File: src/lsu_pkg.sv
//////////////////////////////////////////////////////////////////////
// load/store unit shared types
// word, byte-enable, offset and access-size types plus size codes
//////////////////////////////////////////////////////////////////////

`default_nettype none

package lsu_pkg;

  //////////////////////////////////////////////////////////////////////
  // vector types
  //////////////////////////////////////////////////////////////////////

  typedef logic [31:0] lsu_word_t;   // data or address word
  typedef logic [3:0]  lsu_be_t;     // one enable per byte lane
  typedef logic [1:0]  lsu_offset_t; // byte position inside a word
  typedef logic [1:0]  lsu_type_t;   // access size code

  //////////////////////////////////////////////////////////////////////
  // access size codes
  //////////////////////////////////////////////////////////////////////

  // code 3 is decoded as a byte access everywhere
  localparam lsu_type_t TYPE_WORD = 2'd0; // 32 bit
  localparam lsu_type_t TYPE_HALF = 2'd1; // 16 bit
  localparam lsu_type_t TYPE_BYTE = 2'd2; // 8 bit

endpackage

`default_nettype wire
File: src/lsu_top.sv
//////////////////////////////////////////////////////////////////////
// load/store unit top level
// connects control FSM, store alignment and load alignment
//////////////////////////////////////////////////////////////////////

`timescale 1ns/1ps
`default_nettype none

module lsu_top (
  input  var logic               clk_i,
  input  var logic               rst_ni,
  // core side
  input  var logic               lsu_req_i,
  input  var logic               lsu_we_i,
  input  var logic               lsu_sign_ext_i,
  input  var lsu_pkg::lsu_type_t lsu_type_i,
  input  var lsu_pkg::lsu_word_t lsu_addr_i,
  input  var lsu_pkg::lsu_word_t lsu_wdata_i,
  output lsu_pkg::lsu_word_t     lsu_rdata_o,
  output logic                   lsu_valid_o,
  output logic                   addr_incr_req_o,
  output logic                   load_err_o,
  output logic                   store_err_o,
  output logic                   busy_o,
  // data bus
  output logic                   data_req_o,
  input  var logic               data_gnt_i,
  input  var logic               data_rvalid_i,
  input  var logic               data_err_i,
  input  var lsu_pkg::lsu_word_t data_rdata_i,
  output logic                   data_we_o,
  output lsu_pkg::lsu_word_t     data_addr_o,
  output lsu_pkg::lsu_word_t     data_wdata_o,
  output lsu_pkg::lsu_be_t       data_be_o
);

  lsu_pkg::lsu_offset_t addr_offset; // same for both parts of a split
  logic                 ctrl_update;
  logic                 rdata_update;
  logic                 second_part;

  assign addr_offset = lsu_addr_i[1:0];
  assign data_addr_o = {lsu_addr_i[31:2], 2'b00}; // bus sees word addresses only
  assign data_we_o   = lsu_we_i;

  lsu_ctrl_fsm u_ctrl_fsm (
    .clk_i           (clk_i),
    .rst_ni          (rst_ni),
    .lsu_req_i       (lsu_req_i),
    .lsu_we_i        (lsu_we_i),
    .lsu_type_i      (lsu_type_i),
    .addr_offset_i   (addr_offset),
    .data_gnt_i      (data_gnt_i),
    .data_rvalid_i   (data_rvalid_i),
    .data_err_i      (data_err_i),
    .data_req_o      (data_req_o),
    .lsu_valid_o     (lsu_valid_o),
    .addr_incr_req_o (addr_incr_req_o),
    .ctrl_update_o   (ctrl_update),
    .rdata_update_o  (rdata_update),
    .second_part_o   (second_part),
    .load_err_o      (load_err_o),
    .store_err_o     (store_err_o),
    .busy_o          (busy_o)
  );

  lsu_store_align u_store_align (
    .lsu_type_i    (lsu_type_i),
    .addr_offset_i (addr_offset),
    .second_part_i (second_part),
    .wdata_i       (lsu_wdata_i),
    .be_o          (data_be_o),
    .wdata_o       (data_wdata_o)
  );

  lsu_load_align u_load_align (
    .clk_i          (clk_i),
    .rst_ni         (rst_ni),
    .ctrl_update_i  (ctrl_update),
    .rdata_update_i (rdata_update),
    .addr_offset_i  (addr_offset),
    .lsu_type_i     (lsu_type_i),
    .sign_ext_i     (lsu_sign_ext_i),
    .bus_rdata_i    (data_rdata_i),
    .rdata_o        (lsu_rdata_o)
  );

endmodule

`default_nettype wire

File: src/lsu_ctrl_fsm.sv
//////////////////////////////////////////////////////////////////////
// load/store transaction control
// bus request FSM, misaligned split detection and error merging
//////////////////////////////////////////////////////////////////////

`timescale 1ns/1ps
`default_nettype none

module lsu_ctrl_fsm (
  input  var logic                 clk_i,
  input  var logic                 rst_ni,
  input  var logic                 lsu_req_i,
  input  var logic                 lsu_we_i,
  input  var lsu_pkg::lsu_type_t   lsu_type_i,
  input  var lsu_pkg::lsu_offset_t addr_offset_i,
  input  var logic                 data_gnt_i,
  input  var logic                 data_rvalid_i,
  input  var logic                 data_err_i,
  output logic                     data_req_o,
  output logic                     lsu_valid_o,
  output logic                     addr_incr_req_o,
  output logic                     ctrl_update_o,  // latch access controls
  output logic                     rdata_update_o, // capture first load word
  output logic                     second_part_o,  // second word on the bus
  output logic                     load_err_o,
  output logic                     store_err_o,
  output logic                     busy_o
);

  typedef enum logic [2:0] {
    IDLE,             // no access in flight
    WAIT_GNT_MIS,     // first part of a split waits for grant
    WAIT_RVALID_MIS,  // first part granted and second part requested
    WAIT_GNT,         // single or second part waits for grant
    WAIT_RVALID,      // last response outstanding
    WAIT_RVALID_DONE  // both granted with the first response still due
  } lsu_state_e;

  lsu_state_e state_q, state_d;

  logic split_access;              // access needs two bus words
  logic split_q, split_d;          // second part in progress
  logic err_q, err_d;              // first part came back with an error
  logic we_q;                      // write enable of the current access
  logic err_final;                 // error of either part in the valid cycle

  assign split_access =
      ((lsu_type_i == lsu_pkg::TYPE_WORD) && (addr_offset_i != 2'd0)) ||
      ((lsu_type_i == lsu_pkg::TYPE_HALF) && (addr_offset_i == 2'd3));

  //////////////////////////////////////////////////////////////////////
  // next state
  //////////////////////////////////////////////////////////////////////

  always_comb begin
    state_d         = state_q;
    split_d         = split_q;
    err_d           = err_q;
    data_req_o      = 1'b0;
    lsu_valid_o     = 1'b0;
    addr_incr_req_o = 1'b0;
    ctrl_update_o   = 1'b0;
    rdata_update_o  = 1'b0;
    err_final       = 1'b0;

    unique case (state_q)
      IDLE: begin
        if (lsu_req_i) begin
          data_req_o = 1'b1;   // straight from the core request
          err_d      = 1'b0;
          if (data_gnt_i) begin
            ctrl_update_o = 1'b1;
            split_d       = split_access;
            state_d       = split_access ? WAIT_RVALID_MIS : WAIT_RVALID;
          end else begin
            state_d       = split_access ? WAIT_GNT_MIS : WAIT_GNT;
          end
        end
      end

      WAIT_GNT_MIS: begin
        data_req_o = 1'b1;     // hold first part until accepted
        if (data_gnt_i) begin
          ctrl_update_o = 1'b1;
          split_d       = 1'b1;
          state_d       = WAIT_RVALID_MIS;
        end
      end

      WAIT_RVALID_MIS: begin
        data_req_o      = 1'b1; // second part goes out at once
        addr_incr_req_o = 1'b1; // core moves to the next word
        if (data_rvalid_i) begin
          err_d          = data_err_i;
          rdata_update_o = ~we_q;
          state_d        = data_gnt_i ? WAIT_RVALID : WAIT_GNT;
        end else if (data_gnt_i) begin
          state_d        = WAIT_RVALID_DONE; // two responses now pending
        end
      end

      WAIT_GNT: begin
        data_req_o      = 1'b1;
        addr_incr_req_o = split_q; // only set for a second part
        if (data_gnt_i) begin
          ctrl_update_o = 1'b1;
          state_d       = WAIT_RVALID;
        end
      end

      WAIT_RVALID: begin
        if (data_rvalid_i) begin
          lsu_valid_o = 1'b1;
          err_final   = err_q | data_err_i; // merge both parts
          split_d     = 1'b0;
          state_d     = IDLE;
        end
      end

      WAIT_RVALID_DONE: begin
        if (data_rvalid_i) begin
          err_d          = data_err_i;
          rdata_update_o = ~we_q;
          state_d        = WAIT_RVALID;
        end
      end

      default: begin
        state_d = IDLE;
      end
    endcase
  end

  //////////////////////////////////////////////////////////////////////
  // state registers
  //////////////////////////////////////////////////////////////////////

  always_ff @(posedge clk_i or negedge rst_ni) begin
    if (!rst_ni) begin
      state_q <= IDLE;
      split_q <= 1'b0;
      err_q   <= 1'b0;
      we_q    <= 1'b0;
    end else begin
      state_q <= state_d;
      split_q <= split_d;
      err_q   <= err_d;
      if (ctrl_update_o) begin
        we_q <= lsu_we_i;    // decides load vs store error
      end
    end
  end

  assign second_part_o = split_q;
  assign load_err_o    = err_final & ~we_q;
  assign store_err_o   = err_final & we_q;
  assign busy_o        = (state_q != IDLE);

endmodule

`default_nettype wire

File: src/lsu_load_align.sv
//////////////////////////////////////////////////////////////////////
// load path alignment
// access control latch, first-word capture for split loads,
// word realignment and zero or sign extension
//////////////////////////////////////////////////////////////////////

`timescale 1ns/1ps
`default_nettype none

module lsu_load_align (
  input  var logic                 clk_i,
  input  var logic                 rst_ni,
  input  var logic                 ctrl_update_i,  // grant seen, latch controls
  input  var logic                 rdata_update_i, // first half of a split load back
  input  var lsu_pkg::lsu_offset_t addr_offset_i,
  input  var lsu_pkg::lsu_type_t   lsu_type_i,
  input  var logic                 sign_ext_i,
  input  var lsu_pkg::lsu_word_t   bus_rdata_i,
  output lsu_pkg::lsu_word_t       rdata_o
);

  logic [31:8]          rdata_q;     // upper three bytes of first bus word
  lsu_pkg::lsu_offset_t offset_q;
  lsu_pkg::lsu_type_t   type_q;
  logic                 sign_ext_q;

  lsu_pkg::lsu_word_t   rdata_w;     // realigned word
  lsu_pkg::lsu_word_t   rdata_rot;   // bus word shifted down by the offset
  logic [15:0]          rdata_h;     // selected half word
  logic [7:0]           rdata_b;     // selected byte

  //////////////////////////////////////////////////////////////////////
  // registers
  //////////////////////////////////////////////////////////////////////

  // controls for the response, taken when the request is granted
  always_ff @(posedge clk_i or negedge rst_ni) begin
    if (!rst_ni) begin
      offset_q   <= '0;
      type_q     <= lsu_pkg::TYPE_WORD;
      sign_ext_q <= 1'b0;
    end else if (ctrl_update_i) begin
      offset_q   <= addr_offset_i;
      type_q     <= lsu_type_i;
      sign_ext_q <= sign_ext_i;
    end
  end

  // lane 0 of the first word never belongs to a split result
  always_ff @(posedge clk_i) begin
    if (rdata_update_i) begin
      rdata_q <= bus_rdata_i[31:8];
    end
  end

  //////////////////////////////////////////////////////////////////////
  // realignment
  //////////////////////////////////////////////////////////////////////

  // result byte k is memory byte offset+k, bytes past lane 3 come
  // from the word currently on the bus
  always_comb begin
    unique case (offset_q)
      2'd0:    rdata_w = bus_rdata_i;
      2'd1:    rdata_w = {bus_rdata_i[7:0],  rdata_q[31:8]};
      2'd2:    rdata_w = {bus_rdata_i[15:0], rdata_q[31:16]};
      default: rdata_w = {bus_rdata_i[23:0], rdata_q[31:24]};
    endcase
  end

  assign rdata_rot = bus_rdata_i >> {offset_q, 3'b000}; // unsplit half or byte

  // only a half word at offset 3 spans two bus words
  assign rdata_h = (offset_q == 2'd3) ? rdata_w[15:0] : rdata_rot[15:0];
  assign rdata_b = rdata_rot[7:0];

  //////////////////////////////////////////////////////////////////////
  // extension and size select
  //////////////////////////////////////////////////////////////////////

  always_comb begin
    unique case (type_q)
      lsu_pkg::TYPE_WORD: rdata_o = rdata_w;
      lsu_pkg::TYPE_HALF: rdata_o = {{16{sign_ext_q & rdata_h[15]}}, rdata_h};
      lsu_pkg::TYPE_BYTE: rdata_o = {{24{sign_ext_q & rdata_b[7]}}, rdata_b};
      default:            rdata_o = {{24{sign_ext_q & rdata_b[7]}}, rdata_b}; // code 3
    endcase
  end

endmodule

`default_nettype wire

File: src/lsu_store_align.sv
//////////////////////////////////////////////////////////////////////
// store path alignment
// byte-enable generation and rotation of write data onto bus lanes
//////////////////////////////////////////////////////////////////////

`timescale 1ns/1ps
`default_nettype none

module lsu_store_align (
  input  var lsu_pkg::lsu_type_t   lsu_type_i,    // access size
  input  var lsu_pkg::lsu_offset_t addr_offset_i, // low address bits
  input  var logic                 second_part_i, // second word of a split
  input  var lsu_pkg::lsu_word_t   wdata_i,       // operand from the core
  output lsu_pkg::lsu_be_t         be_o,
  output lsu_pkg::lsu_word_t       wdata_o
);

  lsu_pkg::lsu_be_t word_mask; // word enables from the offset up
  lsu_pkg::lsu_be_t half_mask; // two lanes from the offset, clipped
  lsu_pkg::lsu_be_t byte_mask; // single lane at the offset

  // masks shifted left by the offset, upper lanes drop off the word
  assign word_mask = lsu_pkg::lsu_be_t'(4'b1111 << addr_offset_i);
  assign half_mask = lsu_pkg::lsu_be_t'(4'b0011 << addr_offset_i);
  assign byte_mask = lsu_pkg::lsu_be_t'(4'b0001 << addr_offset_i);

  //////////////////////////////////////////////////////////////////////
  // byte enables
  //////////////////////////////////////////////////////////////////////

  always_comb begin
    unique case (lsu_type_i)
      lsu_pkg::TYPE_WORD: begin
        if (!second_part_i) begin
          be_o = word_mask;  // 1111, 1110, 1100, 1000
        end else begin
          be_o = ~word_mask; // leftover low lanes of the next word
        end
      end
      lsu_pkg::TYPE_HALF: begin
        if (!second_part_i) begin
          be_o = half_mask;  // offset 3 keeps only lane 3
        end else begin
          be_o = 4'b0001;    // upper byte lands in lane 0
        end
      end
      default: begin
        be_o = byte_mask;    // bytes are never split
      end
    endcase
  end

  //////////////////////////////////////////////////////////////////////
  // write data rotation
  //////////////////////////////////////////////////////////////////////

  // operand byte k goes to lane (offset + k) mod 4
  // same rotation serves both parts of a split access
  always_comb begin
    unique case (addr_offset_i)
      2'd0:    wdata_o = wdata_i;
      2'd1:    wdata_o = {wdata_i[23:0], wdata_i[31:24]};
      2'd2:    wdata_o = {wdata_i[15:0], wdata_i[31:16]};
      default: wdata_o = {wdata_i[7:0],  wdata_i[31:8]};
    endcase
  end

endmodule

`default_nettype wire

File: config.mk
export PLATFORM = sky130hd
export DESIGN_NAME = lsu_top
export DESIGN_NICKNAME = d
export VERILOG_FILES = /design/src/lsu_pkg.sv /design/src/lsu_top.sv /design/src/lsu_ctrl_fsm.sv /design/src/lsu_load_align.sv /design/src/lsu_store_align.sv
export SDC_FILE = /design/constraint.sdc
export NUM_CORES = 1
export LEC_CHECK = 0
export ABC_CLOCK_PERIOD_IN_PS = 3300
export BUFFER_PORTS_ARGS = -buffer_cell sky130_fd_sc_hd__buf_2
export CAP_MARGIN = 20
export CORE_ASPECT_RATIO = 0.75
export CORE_UTILIZATION = 48
export DETAILED_ROUTE_END_ITERATION = 8
export GPL_TIMING_DRIVEN = 0
export PLACE_DENSITY = 0.84
export SLEW_MARGIN = 20
export SYNTH_ARGS = -nofsm -noshare
export SYNTH_HDL_FRONTEND = slang
export SYNTH_SLANG_ARGS = --single-unit
File: constraint.sdc
create_clock -name clk_i -period 3.3 [get_ports clk_i]
set_input_delay 0.495 -clock clk_i [delete_from_list [all_inputs] [get_ports clk_i]]
set_output_delay 0.495 -clock clk_i [all_outputs]
set_load 0.03 [all_outputs]
==> results of run 1 <==
==> layout make-up <==
cell class                 instances  area (µm²)  share of cell area
buffer                            82       483.0             0.08645
clock buffer                       5       125.1             0.02240
clock inverter                     3       43.79            0.007839
inverter                          42       157.7             0.02822
multi-input combinational        350        2755              0.4932
sequential                        35       996.0              0.1783
tap                              108       135.1             0.02419
timing repair buffer             178       890.9              0.1595
==> per-layer routing <==
| layer | global-route usage | up-vias | routed length (µm) |
|---|---|---|---|
| met1 | 0.4118 | 2338 | 5847 |
| met5 | 0 | - | 0 |
| met4 | 0.1455 | 0 | 430 |
| met2 | 0.4788 | 482 | 6837 |
| li1 | - | 2252 | - |
| met3 | 0.08809 | 69 | 2271 |
==> flip-flops by register name, indices dropped and copies added (netlist names) <==
| signal | flops |
|---|---|
| u_load_align.offset_q | 2 |
| u_load_align.type_q | 2 |
| u_ctrl_fsm.we_q | 1 |
| u_ctrl_fsm.err_q | 1 |
| u_ctrl_fsm.second_part_o | 1 |
| u_load_align.rdata_q | 24 |
| u_ctrl_fsm.state_q | 3 |
| u_load_align.sign_ext_q | 1 |
==> layout by cell type, fill, tap and decap left out, types with 3 or more instances in the layout <==
| cell type | count |
|---|---|
| o21ai_0 | 19 |
| o21bai_1 | 7 |
| nor3_1 | 3 |
| nand2b_1 | 9 |
| a22oi_1 | 4 |
| o2bb2ai_1 | 7 |
| nand2_1 | 47 |
| mux2_2 | 9 |
| o31ai_1 | 3 |
| ha_1 | 9 |
| nand3_1 | 9 |
| clkbuf_1 | 25 |
| edfxtp_1 | 24 |
| nor2_1 | 11 |
| nor2b_1 | 4 |
| a22o_1 | 3 |
| dfrtp_1 | 11 |
| a21boi_0 | 6 |
| a222oi_1 | 32 |
| inv_1 | 41 |
| a21oi_1 | 32 |
| clkbuf_16 | 5 |
| buf_2 | 194 |
| mux2i_1 | 69 |
| a221oi_1 | 5 |
| mux4_2 | 11 |
| o22ai_1 | 7 |
| and3_1 | 8 |
| buf_4 | 37 |
==> power groups by stage <==
stage	sequential (mW)	combinational (mW)	clock, mW
6_report	0.685	3.89	0.564
3_5_place_dp	0.685	3.78	0
4_1_cts	0.678	3.80	0.565
5_1_grt	0.694	4.07	0.585
3_3_place_gp	0.676	3.71	0
2_1_floorplan	0.651	2.77	0
==> worst min-delay path by stage <==
stage / from / to / slack, ps / cells past startpoint
3_3_place_gp: rst_ni / u_ctrl_fsm.state_q[1] / 380 / 1
5_1_grt: rst_ni / u_ctrl_fsm.err_q / 80 / 1
4_1_cts: rst_ni / u_ctrl_fsm.err_q / 70 / 1
2_1_floorplan: rst_ni / u_ctrl_fsm.err_q / 200 / 0
6_report: rst_ni / u_ctrl_fsm.we_q / 70 / 1
3_5_place_dp: rst_ni / u_ctrl_fsm.state_q[1] / 380 / 1
==> kinds of logic after synthesis <==
kind of cell               share of synthesized area
DFF                                           0.2274
and+or+nand+nor                               0.1177
muxes                                         0.2374
adders and majority gates                    0.02799
buffers and inverters                         0.1462
AOI/OAI and AO/OA                             0.2405
other                                      0.0008561
xor gates and xnor gates                    0.002000
==> synthesized netlist by cell type, drive strengths merged (8+ instances only) <==
master  number  area share
o21ai       21       0.025
nand2b       9       0.013
ha           9       0.026
nand2       47       0.040
mux2i       69        0.16
mux2         9       0.023
a21oi       32       0.037
and3         8       0.011
nor2        13       0.012
dfrtp       11       0.063
mux4        11       0.057
nand3        9       0.010
buf         56       0.088
a222oi      32       0.073
inv         41       0.035
edfxtp      24        0.16
clkbuf      26       0.023
==> impl_metrics.yaml, run 1 <==
status:
  outcome: "complete, but fails checks"
  violations: "design-rule violations"
finish:
  n_antenna_cell: 0
  final_area_mm2: 0.005587
  drive_above_1_share: 0.3856
  syn_to_final_growth_pct: 27.54
  finish.utilization: 0.6469
  final_cells: 803
  n_fill_cell: 734
  nets: 809
critical_path:
  reg2reg_setup_slack_ps: 990
  critPathCapture: "lsu_rdata_o[11]"
  timing.critical_path.mode_cell: "buf_2"
  worst_path_max_delay_cell: "dfrtp_1"
  startpoint: "u_load_align.type_q[0]"
  endpoint_kind: "output port"
  path_class: "reg2out"
  critPathMaxFanout: 10
  cp.required_ps: 2800
  startpoint_type: "flip-flop"
  regToRegEndpoint: "u_load_align.rdata_q[8]"
  crit_chain: "buf_2 > clkbuf_1 > mux4_2 > o31ai_1 > buf_2"
  cpLargestDelayFamily: "buffers and inverters"
  r2r_start: "u_ctrl_fsm.state_q[2]"
  slowest_delay_ps: 500
  cp.depth: 5
  rr_worst_depth: 5
  cp_num_buf_inv: 3
  worstPathArrival_ps: 2530
clock_network:
  clkLatencyLatePin_ps: 300
  cts_sinks: 35
  cts_resized: 0
  postCtsSetupBuffers: 0
  cts_tree: "yes"
  cts_buffer_depth: 2
  htreeDepth: 2
  postCtsHoldBufs: 0
  cts_root_buf: "clkbuf_16"
  clk_pin_slew_ps: 60
  cts_buffers: 5
synth:
  seq_area_frac_synth: 0.2274
  ys_warn_count: 0
  ys_seq_elements: 35
  ys_async_sr_fraction: 0.3143
  ys.flop_type: "edfxtp_1"
  synth_edf_count: 24
  syn_inst: 508
  syn_area_mm2: 0.004380
  syn_avg_cell_area_um2: 8.623
  synth.distinct_cells: 60
sta:
  post-route-min-period_ps: 3025
  fin_setup_tns_ps: 0
  rsz0062_at_grt: "no"
  final.period_utilization: 0.9167
  timing.hold.ws_ps: 70.10
  slew_headroom: 0.4276
  slew_violations: 0
  fin_ws_ps: 274.9
  fin_skew_ps: 5.392
  tightest_slew_ps: 858.6
  setup_violations: 0
  max_clock_freq_ghz: 0.3306
  hold_viol_final: 0
drt:
  post_drt_wl_per_cell_um: 19.16
  first_pass_iters: 9
  drc: 10
  ant_nets: 0
  route.vias.total: 5141
  drt_iter0_drc: 965
  wl_um: 15390
  viasPerCell: 6.402
pwr:
  p_seq_frac: 0.133
  p_total_mw: 5.134
  power.leakage_nw: 2.750
  p_switching_mw: 2.872
  p_per_area_mw_per_mm2: 919.0
  p_sw_frac: 0.5595
  power.internal_mw: 2.262
  comb_power_share: 0.757
  ir_drop_uv: 722.5
  p_clk_frac: 0.110
die:
  io-pin-count: 213
  core_mm2: 0.008636
  die-area_mm2: 0.009516
  initial_core_util: 0.5072
  die_y_um: 84.73
  rows: 29
  dieWidth_um: 112.3
placed_design:
  dp_hpwl_um: 11370
  routabilityCongestion: 0.9374
  placed_area_mm2: 0.005418
  port_buffers: 178
  placed_cells: 795
  place_ws_ps: 464.7
grt:
  grt.total_usage: 0.3133
  grt_pass1_vias: 4850
  grt_max_degree: 25
  antenna_found_initial: 0
  grt_pass1_wl_um: 23690
  globalRoute.totalOverflow: 0
hold_path:
  hp-class: "in2async"
flow_run:
  max_cap_viol_count: 0
Note: power is estimated with default switching activity, not from simulation.
==> inputs of run 2 (changes only) <==
PLACE_DENSITY = 0.83   (was 0.84)
==> run 2 against run 1 <==
The run still ends with design-rule violations left. Sequential share of layout area up 0.088 points. Final area down 0.49%. Register-to-register slack about the same.
==> impl_metrics.yaml, run 2 (synthesis gave the netlist of run 1 again) <==
status:
  violations: "design-rule violations"
  outcome: "complete, but fails checks"
finish:
  layout_common_cells: "194 x buf_2, 69 x mux2i_1, 47 x nand2_1"
  nets: 809
  final_common_cell: "buf_2"
  top_register: "u_load_align.rdata_q"
  final_cells: 803
  syn_to_final_growth_pct: 26.91
  top_regs: "u_load_align.rdata_q: 24 flops, u_ctrl_fsm.state_q: 3 flops"
  largest_reg_flops: 24
  n_antenna_cell: 0
  finish.utilization: 0.6437
  drive_above_1_share: 0.3842
drt:
  viasPerCell: 6.346
  route.vias.total: 5096
  drc: 15
  ant_nets: 0
  post_drt_wl_per_cell_um: 19.22
  drt_iter0_drc: 825
  wl_um: 15430
  first_pass_iters: 9
die:
  io-pin-count: 213
  die_y_um: 84.73
  rows: 29
  core_mm2: 0.008636
  die-area_mm2: 0.009516
  dieWidth_um: 112.3
  initial_core_util: 0.5072
pwr:
  ir_drop_uv: 699.8
  p_switching_mw: 2.847
  comb_power_share: 0.771
  p_seq_frac: 0.136
  p_per_area_mw_per_mm2: 905.0
  p_sw_frac: 0.5658
  power.internal_mw: 2.184
  power.leakage_nw: 2.733
  p_clk_frac: 0.094
clock_network:
  cts_buffers: 5
  htreeDepth: 2
  postCtsHoldBufs: 0
  cts_resized: 0
  clk_pin_slew_ps: 60
  cts_buffer_depth: 2
  cts_sinks: 35
  postCtsSetupBuffers: 0
  cts_tree: "yes"
  clkLatencyLatePin_ps: 290
  cts_root_buf: "clkbuf_16"
critical_path:
  worst_path_max_delay_cell: "dfrtp_1"
  timing.critical_path.mode_cell: "buf_2"
  path_class: "reg2out"
  startpoint_type: "flip-flop"
  endpoint_kind: "output port"
  worstPathArrival_ps: 2610
  slowest_delay_ps: 500
  critPathMaxFanout: 10
  crit_chain: "buf_2 > clkbuf_1 > mux4_2 > o31ai_1 > buf_2"
  rr_worst_depth: 5
  cp.required_ps: 2800
grt:
  grt.total_usage: 0.3125
  grt_pass1_vias: 4689
  antenna_found_initial: 0
  globalRoute.totalOverflow: 0
  grt_pass1_wl_um: 23620
  grt_max_degree: 25
sta:
  post-route-min-period_ps: 3109
  fin_skew_ps: 9.201
  rsz0062_at_grt: "no"
  setup_violations: 0
  final.period_utilization: 0.9421
  slew_headroom: 0.4308
  tightest_slew_ps: 853.7
  max_clock_freq_ghz: 0.3217
  fin_setup_tns_ps: 0
  hold_viol_final: 0
  slew_violations: 0
flow_run:
  max_cap_viol_count: 0
placed_design:
  placed_cells: 795
  routabilityCongestion: 0.9556
  port_buffers: 178
  dp_hpwl_um: 11490
hold_path:
  hp-class: "in2async"
## run 2: changes by cell type in the layout (fill, tap and decap cells not counted)
cell        change
clkinv_4        -1
bufinv_16       -1
clkbuf_1        +1
clkinvlp_4      +1
## run 2: final timing paths
kind	slack, ps	startpoint	end
max	190	u_load_align.type_q[0]	lsu_rdata_o[11]
min	80	rst_ni	u_ctrl_fsm.state_q[1]
max reg2reg	990	u_ctrl_fsm.state_q[2]	u_load_align.rdata_q[8]
min reg2reg	620	u_ctrl_fsm.we_q	u_ctrl_fsm.we_q
max in group asynchronous	3000	rst_ni	u_ctrl_fsm.we_q
min in group clk_i	430	data_rdata_i[21]	u_load_align.rdata_q[21]
## run 2: cell type report
type	instances	area [µm²]
timing repair buffer	178	890.9
sequential	35	996.0
fill	756	3077
tap	108	135.1
clock buffer	6	128.9
inverter	42	157.7
buffer	82	483.0
multi-input combinational	350	2755
clock inverter	2	12.51
## run 2: power by group through the flow
stage / combinational [mW] / clock [mW] / sequential (mW)
2_1_floorplan: 2.77 / 0 / 0.651
3_3_place_gp: 3.74 / 0 / 0.676
3_5_place_dp: 3.78 / 0 / 0.685
4_1_cts: 3.80 / 0.468 / 0.676
5_1_grt: 4.06 / 0.497 / 0.691
6_report: 3.88 / 0.472 / 0.682
## run 2: metrics by stage
step	setup WS [ps]	area [µm²]	hold slack, ps	power, mW
6_report	191.2	5559	80.75	5.031
5_1_grt	156.8	5559	86.41	5.252
4_1_cts	309.4	5559	85.29	4.942
3_5_place_dp	445.8	5418	386.3	4.464
3_3_place_gp	213.7	5410	378.3	4.412
2_1_floorplan	613.9	4384	199.4	3.426
## run 2: layer usage
metal,vias to the layer above,global-route usage,wire (µm)
li1,2252,-,-
met1,2337,0.4274,6006
met2,455,0.4845,7076
met3,52,0.08087,2046
met4,0,0.09697,300
met5,-,0,0
## run 2: worst max-delay path, delay by kind of cell, from the launching register on
kind	cells	cell delay, ps
buffers and inverters	3	1100
flip-flops	1	500
multiplexers	1	400
AO/OA/AOI/OAI	1	320
==> inputs of run 3 (changes only) <==
CORE_UTILIZATION = 49   (was 48)
CTS_BUF_LIST = sky130_fd_sc_hd__clkbuf_2 sky130_fd_sc_hd__clkbuf_4 sky130_fd_sc_hd__clkbuf_8   (was default)
GPL_ROUTABILITY_DRIVEN = 0   (was default)
PLACE_DENSITY = 0.84   (was 0.83)
==> run 3 against run 2 <==
The flow still finishes with violations (design-rule violations). Maximum frequency down 0.36%. Clock-buffer cell count is 1 higher. Utilization about the same. Combinational power barely moved. Routed wire length decreased by 1.0%. Clock power fell by 28%. Global-route usage barely moved. Sequential cell count stayed put. First-iteration DRC count up 12%. Critical path type unchanged.
==> impl_metrics.yaml, run 3 (synthesis gave the netlist of run 1 again) <==
die:
  die_y_um: 83.88
  core_mm2: 0.008563
  initial_core_util: 0.5115
  io-pin-count: 213
  rows: 29
  dieWidth_um: 111.2
  die-area_mm2: 0.009325
finish:
  final_common_cell: "buf_2"
  largest_reg_flops: 24
  syn_to_final_growth_pct: 25.85
  final_area_mm2: 0.005513
  n_antenna_cell: 0
  drive_above_1_share: 0.3856
  top_regs: "u_load_align.rdata_q: 24 flops, u_ctrl_fsm.state_q: 3 flops"
  nets: 809
  top_register: "u_load_align.rdata_q"
  final_cells: 803
  layout_common_cells: "194 x buf_2, 69 x mux2i_1, 47 x nand2_1"
clock_network:
  cts_buffers: 5
  postCtsHoldBufs: 0
  clk_pin_slew_ps: 70
  cts_root_buf: "clkbuf_8"
  clkLatencyLatePin_ps: 290
  htreeDepth: 2
  cts_buffer_depth: 2
  postCtsSetupBuffers: 0
  cts_sinks: 35
  cts_tree: "yes"
  cts_resized: 0
sta:
  setup_violations: 0
  rsz0062_at_grt: "no"
  fin_setup_tns_ps: 0
  slew_headroom: 0.4715
  post-route-min-period_ps: 3120
  timing.hold.ws_ps: 61.99
  final.period_utilization: 0.9455
  max_clock_freq_ghz: 0.3205
  tightest_slew_ps: 791.1
  fin_skew_ps: 4.328
  fin_ws_ps: 179.9
  slew_violations: 0
  hold_viol_final: 0
pwr:
  p_clk_frac: 0.069
  p_seq_frac: 0.137
  comb_power_share: 0.793
  power.leakage_nw: 2.718
  p_switching_mw: 2.824
  p_sw_frac: 0.5759
  power.internal_mw: 2.080
  p_per_area_mw_per_mm2: 889.6
  ir_drop_uv: 685.5
placed_design:
  dp_hpwl_um: 11220
  placed_area_mm2: 0.005418
  place_ws_ps: 480.7
  port_buffers: 178
  placed_cells: 795
hold_path:
  hp-class: "in2async"
grt:
  antenna_found_initial: 0
  grt_pass1_vias: 4769
  grt.total_usage: 0.3123
  grt_max_degree: 25
  globalRoute.totalOverflow: 0
  grt_pass1_wl_um: 23290
drt:
  viasPerCell: 6.347
  wl_um: 15270
  drc: 19
  route.vias.total: 5097
  ant_nets: 0
  post_drt_wl_per_cell_um: 19.02
  first_pass_iters: 9
  drt_iter0_drc: 920
critical_path:
  endpoint_kind: "output port"
  startpoint_type: "flip-flop"
  worstPathArrival_ps: 2630
  worst_path_max_delay_cell: "clkbuf_1"
  path_class: "reg2out"
  critPathMaxFanout: 10
  crit_chain: "buf_2 > clkbuf_1 > mux4_2 > o31ai_1 > buf_2"
  cp.required_ps: 2800
  cpLargestDelayFamily: "buffers and inverters"
  cp_num_buf_inv: 3
  slowest_delay_ps: 510
  timing.critical_path.mode_cell: "buf_2"
flow_run:
  max_cap_viol_count: 0
status:
  violations: "design-rule violations"
  outcome: "complete, but fails checks"
-- run 3: metrics by stage --
stage	util	power (mW)
2_1_floorplan	-	3.426
3_3_place_gp	0.6318	4.385
3_5_place_dp	0.6327	4.468
4_1_cts	0.6438	4.808
5_1_grt	0.6438	5.127
6_report	0.6438	4.904
-- run 3: area by class of cell --
cell class / count / area [µm²]
clock buffers: 7 / 90.09
fillers: 741 / 3050
repair buffers: 178 / 890.9
plain buffers: 82 / 483.0
clock inverters: 1 / 5.005
flip-flops and latches: 35 / 996.0
multi-input cells: 350 / 2755
well taps: 108 / 135.1
inverters: 42 / 157.7
-- run 3: path summary, 6_finish.rpt --
path / from / to / slack [ps] / cells past startpoint
min in group clk_i: data_rdata_i[26] / u_load_align.rdata_q[26] / 420 / 1
worst max-delay path: u_load_align.type_q[0] / lsu_rdata_o[11] / 180 / 5
worst max register to register: u_ctrl_fsm.state_q[2] / u_load_align.rdata_q[8] / 960 / 5
worst min-delay path: rst_ni / u_ctrl_fsm.state_q[1] / 60 / 1
max in group asynchronous: rst_ni / u_ctrl_fsm.err_q / 3030 / 1
worst min register to register: u_ctrl_fsm.we_q / u_ctrl_fsm.we_q / 630 / 1
-- run 3: power groups by stage --
stage                     registers (mW)  logic (mW)  clock network, mW
final                              0.674        3.89              0.340
after floorplan                    0.651        2.77                  0
after global placement             0.675        3.71                  0
after detailed placement           0.680        3.79                  0
after global routing               0.690        4.08              0.356
after CTS                          0.671        3.80              0.337
-- run 3: metal layers --
metal | GRT usage | wire, µm | up-vias
li1 | - | - | 2243
met1 | 0.4197 | 5802 | 2385
met2 | 0.4892 | 7054 | 425
met3 | 0.08206 | 2145 | 44
met4 | 0.09828 | 267 | 0
met5 | 0 | 0 | -
